$ cat config.mk
export PLATFORM = sky130hd
export DESIGN_NAME = fir_coef_regs
export DESIGN_NICKNAME = d
export VERILOG_FILES = /design/src/hdl/fir_pkg.sv /design/src/hdl/fir_coef_regs.sv
export SDC_FILE = /design/constraint.sdc
export NUM_CORES = 1
export LEC_CHECK = 0
export BUFFER_PORTS_ARGS = -buffer_cell sky130_fd_sc_hd__buf_2
export CAP_MARGIN = 20
export CORE_MARGIN = 5
export CORE_UTILIZATION = 42
export CTS_CLUSTER_SIZE = 8
export DETAILED_ROUTE_END_ITERATION = 12
export PLACE_DENSITY = 0.68
export SYNTH_ARGS = -nofsm -noshare
export SYNTH_HDL_FRONTEND = slang
export SYNTH_SLANG_ARGS = --single-unit
$ cat constraint.sdc
create_clock -name clk_i -period 3.5 [get_ports clk_i]
set_clock_uncertainty 0.15 [all_clocks]
set_input_delay 0 -clock clk_i [delete_from_list [all_inputs] [get_ports clk_i]]
set_output_delay 0 -clock clk_i [all_outputs]
set_load 0.01 [all_outputs]
$ cat src/hdl/fir_pkg.sv
// Shared definitions of the multichannel FIR subsystem
// Holds the configuration bus widths, the register map and the helpers
// that derive the accumulator width and the filter latency from the parameters
package fir_pkg;

    // Configuration write bus
    localparam int CFG_ADDR_WIDTH = 8;
    localparam int CFG_DATA_WIDTH = 32;

    localparam int SHIFT_WIDTH = 6; // Output right shift field

    typedef enum logic [CFG_ADDR_WIDTH-1:0] {
        REG_CTRL      = CFG_ADDR_WIDTH'(0),  // Bit 0 enables the filter
        REG_SHIFT     = CFG_ADDR_WIDTH'(1),  // Arithmetic right shift of the output
        REG_COEF_BASE = CFG_ADDR_WIDTH'(16)  // Coefficient k lives at this address plus k
    } cfg_reg_e;

    // Sum of TAP_NUM full precision products without overflow
    function automatic int fir_acc_width(
        input int data_width,
        input int coef_width,
        input int tap_num
    );
        return data_width + coef_width + $clog2(tap_num);
    endfunction

    // Capture, multiply, one register per adder tree level, output register
    function automatic int fir_latency(
        input int tap_num
    );
        return 3 + $clog2(tap_num);
    endfunction

endpackage

$ cat src/hdl/fir_coef_regs.sv
`timescale 1ns/1ps

// Configuration register block of the FIR subsystem
// Holds the enable bit, the output shift and the coefficient bank
// Coefficient writes are dropped while the filter runs so that every sample
// in flight sees one coefficient set
module fir_coef_regs import fir_pkg::*; #(
    parameter int COEF_WIDTH = 18,
    parameter int TAP_NUM    = 8
) (
    input  logic clk_i,
    input  logic rstn_i,

    input  logic                      cfg_we_i,
    input  logic [CFG_ADDR_WIDTH-1:0] cfg_addr_i,
    input  logic [CFG_DATA_WIDTH-1:0] cfg_wdata_i,

    output logic                                      en_o,
    output logic [SHIFT_WIDTH-1:0]                    shift_o,
    output logic signed [TAP_NUM-1:0][COEF_WIDTH-1:0] coef_o
);

    logic coef_we;

    assign coef_we = cfg_we_i && !en_o; // Bank is frozen while enabled

    always_ff @(posedge clk_i) begin
        if (!rstn_i) begin
            en_o    <= 1'b0;
            shift_o <= '0;
        end else if (cfg_we_i) begin
            case (cfg_reg_e'(cfg_addr_i))
                REG_CTRL: begin
                    en_o <= cfg_wdata_i[0];
                end
                REG_SHIFT: begin
                    shift_o <= cfg_wdata_i[SHIFT_WIDTH-1:0];
                end
                default: begin
                    // Coefficients and unmapped addresses are handled below
                end
            endcase
        end
    end

    // One comparator per tap, so addresses outside the bank hit nothing
    always_ff @(posedge clk_i) begin
        if (!rstn_i) begin
            coef_o <= '0;
        end else if (coef_we) begin
            for (int k = 0; k < TAP_NUM; k++) begin
                if (cfg_addr_i == CFG_ADDR_WIDTH'(int'(REG_COEF_BASE) + k)) begin
                    coef_o[k] <= cfg_wdata_i[COEF_WIDTH-1:0]; // Low bits only
                end
            end
        end
    end

endmodule

==> results.txt, run 1 <==
The count of cells along the worst hold path is 3. The final period demand of the worst path is 2440 ps. Setup violations remaining at the end of the flow were counted as 0. The required time at the endpoint of the critical path is approximately 3600 ps. Sequential cells were found to cover between 50% and 60% of the synthesized design area. The aggregate routed wire length is ~15,000 um.

The overflow left after global routing came out at 0. Sorting the synthesized cells by how often they occur yields 169 x sky130_fd_sc_hd__nand2_1, 151 x sky130_fd_sc_hd__dfxtp_1, 151 x sky130_fd_sc_hd__mux2i_1. The signal on the critical path passes through dlygate4sd3_1 > buf_2 > nor4b_4 > dlygate4sd3_1 > nand3_1 > dlygate4sd3_1 > mux2i_1. The maximum clock insertion buffer count is 2. In this run the worst path has a maximum fanout of 9. The run finished with clean final reports. The maximum single-stage delay on the critical path is ~660 ps. The max-slew headroom at the worst pin came out at slightly below 60%. The pin count of the biggest net entering global routing came out at 87.

The portion of total power attributed to the clock network came out at about half. between 150 and 200 I/O pins were placed. Setup slack on the worst reg-to-reg path comes out at 1390 ps. Across all hold checks on the routed design, the worst slack comes to between 10 and 15 ps. The most used flip-flop cell after synthesis is sky130_fd_sc_hd__dfxtp_1.

The later-pin clock latency in the skew report came out at 410 ps. The non-filler instance count after layout came out at 904. The die is about 130 um tall.

The placer's final routability congestion estimate came out at 0.791. The TritonCTS buffer count is 17. The final design utilization came out at between 50% and 60%. The clock slew at the register clock pins of the worst setup and hold paths is 60 ps. The placed cell count is between 800 and 900. Grouping stages by cell kind, the critical path spends the most delay in buffers and inverters.

For the final routed database, the setup TNS stands at 0 ps. The cell-internal power is approximately 2.9 mW. At the pin with the least slew margin, the transition time is a little over 600 ps. The initial core utilization came out at between 40% and 50%. The total count of hold-check failures in the final report is 0.

In the final routed layout, each cell accounts on average for around 17 um. The wire length of the first global-routing pass is roughly 24,000 um. The cell depth of the worst setup path came out at 7. The most used cell along the critical path is sky130_fd_sc_hd__dlygate4sd3_1.

The quantity of I/O buffers inserted on ports is roughly 180. The net switching share of the total power is about a fifth. The worst hold path begins at cfg_wdata_i[3]. Fill cells in the final layout number between 1,000 and 1,500. The share of cells above drive strength 1 is 30.4%. The worst vdd rail ir drop is about 0.00026 V.

The buffer cell driving the clock tree root is sky130_fd_sc_hd__clkbuf_16. For this run, the number of Yosys warnings is 0. The final max-slew violation count came to 0. The critical path is of the in -> reg type. The floorplan die area is ~0.016 mm2. The DRC violation total after the first TritonRoute iteration is 260. The CTS tree is yes. The sequential power share came out at between 40% and 50%. The remaining antenna violation count after routing is 0. Static timing analysis puts the maximum clock frequency at a little over 400 MHz. For this run, design rule violations remaining after detail routing come to 0. The count of maximum capacitance violations is 0. The analysis attributes to net switching a power of 0.753 mW. Using the TritonRoute via totals, the vias-per-cell ratio works out to slightly below 5. The final critical-path setup slack came out at about 1100 ps.

The total standard cell area after synthesis is roughly 0.0056 mm2. By area the synthesized netlist is led by sky130_fd_sc_hd__dfxtp_1 54%, sky130_fd_sc_hd__mux2i_1 27%, sky130_fd_sc_hd__nand2_1 11%. The critical path endpoint category is a register.

The number of buffers and inverters on the critical path is 4. Power spread over the standard cell area amounts to 505 mW/mm2. The count of flip-flops with a built-in enable after synthesis is 0.

The via count of the first global-routing pass came to ~4,500. The worst setup path is launched from a primary input. The row count is 42. The total number of vias is between 4,000 and 5,000.

The number of antenna violations at the first check in global routing is 0. Setup repair after global routing left no endpoint under its margin. The path depth of the worst reg2reg path came out at 4.

The placed wire-length estimate is roughly 10,000 um. The post-layout net count came out at between 700 and 800. The first-pass iteration count of the detailed router is 4.

The path with the worst hold slack has its endpoint at shift_o[3]. The minimum setup slack after placement is between 1000 and 1500 ps. The critical path arrival is roughly 2600 ps. After synthesis the netlist holds a flip-flop and latch count of between 150 and 200. The highest-delay cell along the critical path is sky130_fd_sc_hd__dlygate4sd3_1.

The sink count of the clock tree came out at about 150. The clock tree synthesis step divided the H-tree into 4 levels. The power share of the combinational group came out at around 3.3%.

The average footprint of a synthesized cell came out at 10.8 um2. The most common cell in the netlist is sky130_fd_sc_hd__nand2_1. The startpoint identified for the worst register-to-register timing path is en_o.

The net count after synthesis is 567. After synthesis, the largest area contributor takes up between 50 and 60% of total cell area. The floorplan core area is approximately 0.013 mm2. The worst hold-check path type is in -> reg. The die width came out at ~130 um. Summed over all cells, the static leakage comes to 4.13 nW. The share of the clock period used by the worst path came out at roughly 70%. The post-cts sizing count came out at 0. The number of standard cells after synthesis came out at around 520. In the synthesized netlist the async set-or-reset flop fraction comes to 0%.

In this run the critical register-to-register path is captured at coef_o[139]. The global-route total usage across every layer is about a fifth. The layout overhead on the synthesized area came out at 30.0%.

The antenna diode count came out at 0. The biggest area contributor in the post-synthesis netlist is sky130_fd_sc_hd__dfxtp_1. The count of cell types in the netlist came out at 16.
layer usage:
metal / track usage, % / vias to the layer above / part of all wire [%] / wire [um]
li1: - / 2120 / - / -
met1: 21.9 / 2082 / 43 / 6380
met2: 32.3 / 150 / 49 / 7330
met3: 5.97 / 19 / 6.7 / 998
met4: 6.62 / 0 / 1.7 / 247
met5: 0 / - / 0 / 0
tightest hold or removal path: stages:
cell and delay [ps]:
sky130_fd_sc_hd__buf_2 70, sky130_fd_sc_hd__nand2_1 250, sky130_fd_sc_hd__mux2i_1 210
layout make-up:
class                   count  area (um2)  area share, %
clock inverters             8         123           1.67
flip-flops and latches    151        3020           41.3
well taps                 176         220           3.01
repair buffers            210        1200           16.3
clock buffers              21         480           6.56
multi-input cells         338        2280           31.2
power groups by stage:
stage / Combinational, mW / Clock (mW) / Sequential [mW]
6_report: 0.123 / 1.85 / 1.72
2_1_floorplan: 0.0591 / 0 / 1.76
3_3_place_gp: 0.106 / 0 / 1.76
5_1_grt: 0.135 / 1.96 / 1.72
3_5_place_dp: 0.109 / 0 / 1.76
4_1_cts: 0.125 / 1.88 / 1.72
worst max path at each step:
stage / start / endpoint
3_3_place_gp: en_o / coef_o[48]
6_report: cfg_addr_i[7] / en_o
2_1_floorplan: en_o / coef_o[14]
5_1_grt: cfg_addr_i[7] / en_o
4_1_cts: cfg_addr_i[7] / en_o
3_5_place_dp: cfg_addr_i[7] / coef_o[50]
what timing repair did:
item	4_1_cts	5_1_grt
endpoints found under the hold margin	103	0
hold buffers	21	0
setup buffers	0	0
through the flow:
| step | total power, mW | area (um2) |
|---|---|---|
| 2_1_floorplan | 1.82 | 5640 |
| 3_3_place_gp | 1.87 | 6510 |
| 3_5_place_dp | 1.87 | 6510 |
| 4_1_cts | 3.73 | 7330 |
| 5_1_grt | 3.82 | 7330 |
| 6_report | 3.70 | 7330 |
layout by cell type, fill, tap and decap left out, drive strengths merged:
cell type and count:
nor2b 1, clkinvlp 3, clkbuf 21, nand2 169, bufinv 3, and3 1, dfxtp 151, mux2i 151
buf 189, dlygate4sd3 21, and4b 1, nor4b 2, nor2 1, nor3 1, clkinv 2, nor4bb 2
nand3 9
kinds of logic after synthesis:
kind of cell           after synthesis  synth area share [%]
and+or+nand+nor                    187                  13.7
buffers and inverters               35                  5.86
muxes                              151                  26.8
DFF                                151                  53.6
registers in the layout, indices dropped and copies added, names as in the netlist:
register	count
coef_o	144
en_o	1
shift_o	6
No activity file was read; power rests on OpenSTA's default activity.
==> run 2, diff against run 1 <==
--- a/config.mk
+++ b/config.mk
@@ -11,7 +11,7 @@
 export CORE_UTILIZATION = 42
 export CTS_CLUSTER_SIZE = 8
 export DETAILED_ROUTE_END_ITERATION = 12
-export PLACE_DENSITY = 0.68
+export PLACE_DENSITY = 0.7
 export SYNTH_ARGS = -nofsm -noshare
 export SYNTH_HDL_FRONTEND = slang
 export SYNTH_SLANG_ARGS = --single-unit
==> constraint.sdc (replaced) <==
create_clock -name clk_i -period 2.1 [get_ports clk_i]
set_clock_uncertainty 0.15 [all_clocks]
set_input_delay 0 -clock clk_i [delete_from_list [all_inputs] [get_ports clk_i]]
set_output_delay 0 -clock clk_i [all_outputs]
set_load 0.01 [all_outputs]
==> run 2 against run 1 <==
Non-clock buffer count up 1. Combinational power increased by 72%. Register-to-register slack worse by 920 ps. Clock power up 58%. Global-route usage is 0.077 points higher. Sequential cell count stayed put. Critical path depth decreased by 1. Total power rose by 62%. Count of clock-buffer cells in the layout fell by 4.
==> results.txt, run 2 (synthesized netlist as in run 1, its figures left out) <==
The critical path arrival came out at approximately 2100 ps. In this design, the largest share of critical-path delay is due to buffers and inverters. The clock slew at the register clock pins of the worst setup and hold paths came out at roughly 70 ps. The worst setup path is of the in -> reg kind. The buffer cell driving the clock tree root is sky130_fd_sc_hd__clkbuf_16. During placement, the flow inserted port buffers numbering between 150 and 200. The vias per cell came out at a little under 5. The later-pin clock latency in the skew report came out at 410 ps. The most used cell along the critical path is sky130_fd_sc_hd__dlygate4sd3_1. The maximum single-stage delay on the critical path is around 650 ps. The actual transition at the worst max-transition pin is between 400 and 500 ps.

The via count of the first global-routing pass is approximately 4,600. The largest fanout on the critical path came out at 9. The achievable frequency is approximately 500 MHz.

The critical path goes through dlygate4sd3_1 > buf_2 > nor4b_4 > dlygate4sd3_1 > nand3_2 > mux2i_1. The core region is 0.0132 mm2. The initial core utilization is approximately 43%. Headroom to the max-slew limit came out at between 60% and 70%.

During I/O placement, the number of pins put on the boundary was 194. The largest registers in the layout are coef_o: 144 flops, shift_o: 6 flops, en_o: 1 flops. The cell leakage power is about 4.1 nW. The number of flip-flops in the largest register came out at about 140.

The worst hold path belongs to the class in -> reg. The non-filler instance count after layout came out at slightly above 900. The pin count of the biggest net entering global routing came out at 86.

The worst vdd rail ir drop is slightly below 0.0006 V. The floorplan die area is between 0.015 and 0.02 mm2. The row count came out at between 40 and 50. Summed over all failing endpoints, the final setup total negative slack is 0 ps. The number of setup violations in the final report is 0.

Relative to the synthesized area, the layout overhead comes to 29.6%. The first detailed-routing pass took 5 iterations. Routability-driven placement finished with a final weighted congestion of approximately 0.76. TritonCTS built the clock tree. The number of levels the H-tree was split into is 4.

In this run the critical register-to-register path is launched from en_o. The final period demand of the worst path came out at approximately 2000 ps. From bottom edge to top edge, the die measures between 100 and 150 um.

The post-layout net count came out at 762. The startpoint type of the worst setup path is a primary input. The placed wire-length estimate came out at between 10,000 and 15,000 um. The top register by number of flip-flops is coef_o. The critical path contains buffers and inverters numbering 3 combined. The TritonCTS buffer count is 17. The aggregate routed wire length is between 10,000 and 15,000 um. The share of cells above drive strength 1 is 31.0%. The most common cell after layout, fill and taps aside is sky130_fd_sc_hd__buf_2. The overflow left after global routing came out at 0. The worst hold path begins at cfg_wdata_i[2]. The critical path starts at cfg_addr_i[7]. For this run, design rule violations remaining after detail routing come to 0. Summing all flip-flop and latch instances after layout gives 0.00302 mm2. The required time at the endpoint of the critical path is about 2200 ps. The antenna diode count is 0.

The critical path endpoint category is a register. Counting the fill cells in the layout gives ~1,200. The run finished with clean final reports. Including well taps, the total number of placed cells is approximately 860. The total count of hold-check failures in the final report came out at 0. The total number of vias came out at roughly 4,400.

The die width came out at 126 um. The number of antenna violations at the first check in global routing is 0. The remaining antenna violation count after routing came out at 0. The sink count of the clock tree came out at 151.

Of the available clock period, the critical path in the final layout requires a little over nine tenths. The average wire per cell in the routed design came out at roughly 17 um. The final max-slew violation count is 0. The wire length of the first global-routing pass is 23,900 um. The multi-input combinational cells in the finished layout cover a total of 0.00228 mm2. For this run, the total global-route usage over all layers was measured as between 10% and 20%.

The count of maximum capacitance violations came out at 0. On the critical path, the stage with the largest delay is an instance of sky130_fd_sc_hd__dlygate4sd3_1. The DRC violation total after the first TritonRoute iteration came out at 221. In this run the post-CTS setup repair buffer count came out at 0. The cell area power density is just over 800 mW/mm2. The top cell types in the final layout, fill and taps aside, are 178 x sky130_fd_sc_hd__buf_2, 169 x sky130_fd_sc_hd__nand2_1, 151 x sky130_fd_sc_hd__mux2i_1, 151 x sky130_fd_sc_hd__dfxtp_1, 19 x sky130_fd_sc_hd__dlygate4sd3_1. The maximum clock insertion buffer count is 2. Setup repair after global routing left no endpoint under its margin.
==> run 2: changes by cell type in the layout (fill, tap and decap cells not counted) <==
cell	before	now
sky130_fd_sc_hd__dlygate4sd3_1	21	19
sky130_fd_sc_hd__buf_4	10	12
sky130_fd_sc_hd__clkinv_4	0	1
sky130_fd_sc_hd__buf_12	1	2
sky130_fd_sc_hd__clkinvlp_4	3	4
sky130_fd_sc_hd__clkbuf_8	4	0
sky130_fd_sc_hd__inv_6	0	6
sky130_fd_sc_hd__bufinv_16	3	1
sky130_fd_sc_hd__inv_8	0	1
==> run 2: timing repair <==
action,in CTS,in global routing
hold buffers,19,0
hold endpoints to repair,98,0
setup endpoints to repair,0,4
resized for setup,0,0
==> run 2: cell type report <==
class	instances	area share [%]
clock buffers	17	5.82
clock inverters	15	1.95
multi-input cells	338	31.3
flip-flops and latches	151	41.4
well taps	176	3.01
repair buffers	211	16.6
==> run 2: worst register-to-register path, delay by kind of cell (launching register included) <==
kind                   cells  cell delay, ps
buffers and inverters      1             260
DFF                        1             360
muxes                      1             140
and+or+nand+nor            2             590
==> run 2: worst paths after layout <==
path         cells past startpoint  slack [ps]    endpoint
max reg2reg                      4         470  coef_o[52]
min                              3           5  coef_o[20]
max                              6         110  shift_o[2]
min reg2reg                      2         300  coef_o[28]
==> run 2: metrics by stage <==
stage / power (mW) / setup slack, ps / utilization (%) / hold slack, ps / instance area [um2]
after floorplan: 3.03 / 549 / - / 92.9 / 5640
after global placement: 3.12 / 516 / 49.6 / 226 / 6550
after detailed placement: 3.12 / 451 / 49.6 / 238 / 6550
after CTS: 6.06 / 60.4 / 55.4 / 11.0 / 7310
after global routing: 6.23 / 35.7 / 55.4 / 26.9 / 7310
final: 6.00 / 108 / 55.4 / 4.69 / 7310
==> run 2: power breakdown <==
| part | total (mW) | internal, mW | switching, mW |
|---|---|---|---|
| registers | 2.87 | 2.87 | 0.00197 |
| logic | 0.211 | 0.0747 | 0.136 |
| clock network | 2.92 | 1.66 | 1.26 |
==> run 2: layer usage <==
| layer | vias up | GRT usage (%) | wire length [um] |
|---|---|---|---|
| met5 | - | 0 | 0 |
| met4 | 0 | 6.44 | 262 |
| met3 | 18 | 6.31 | 1010 |
| met2 | 140 | 31.9 | 7150 |
| met1 | 2084 | 22.4 | 6570 |
| li1 | 2135 | - | - |
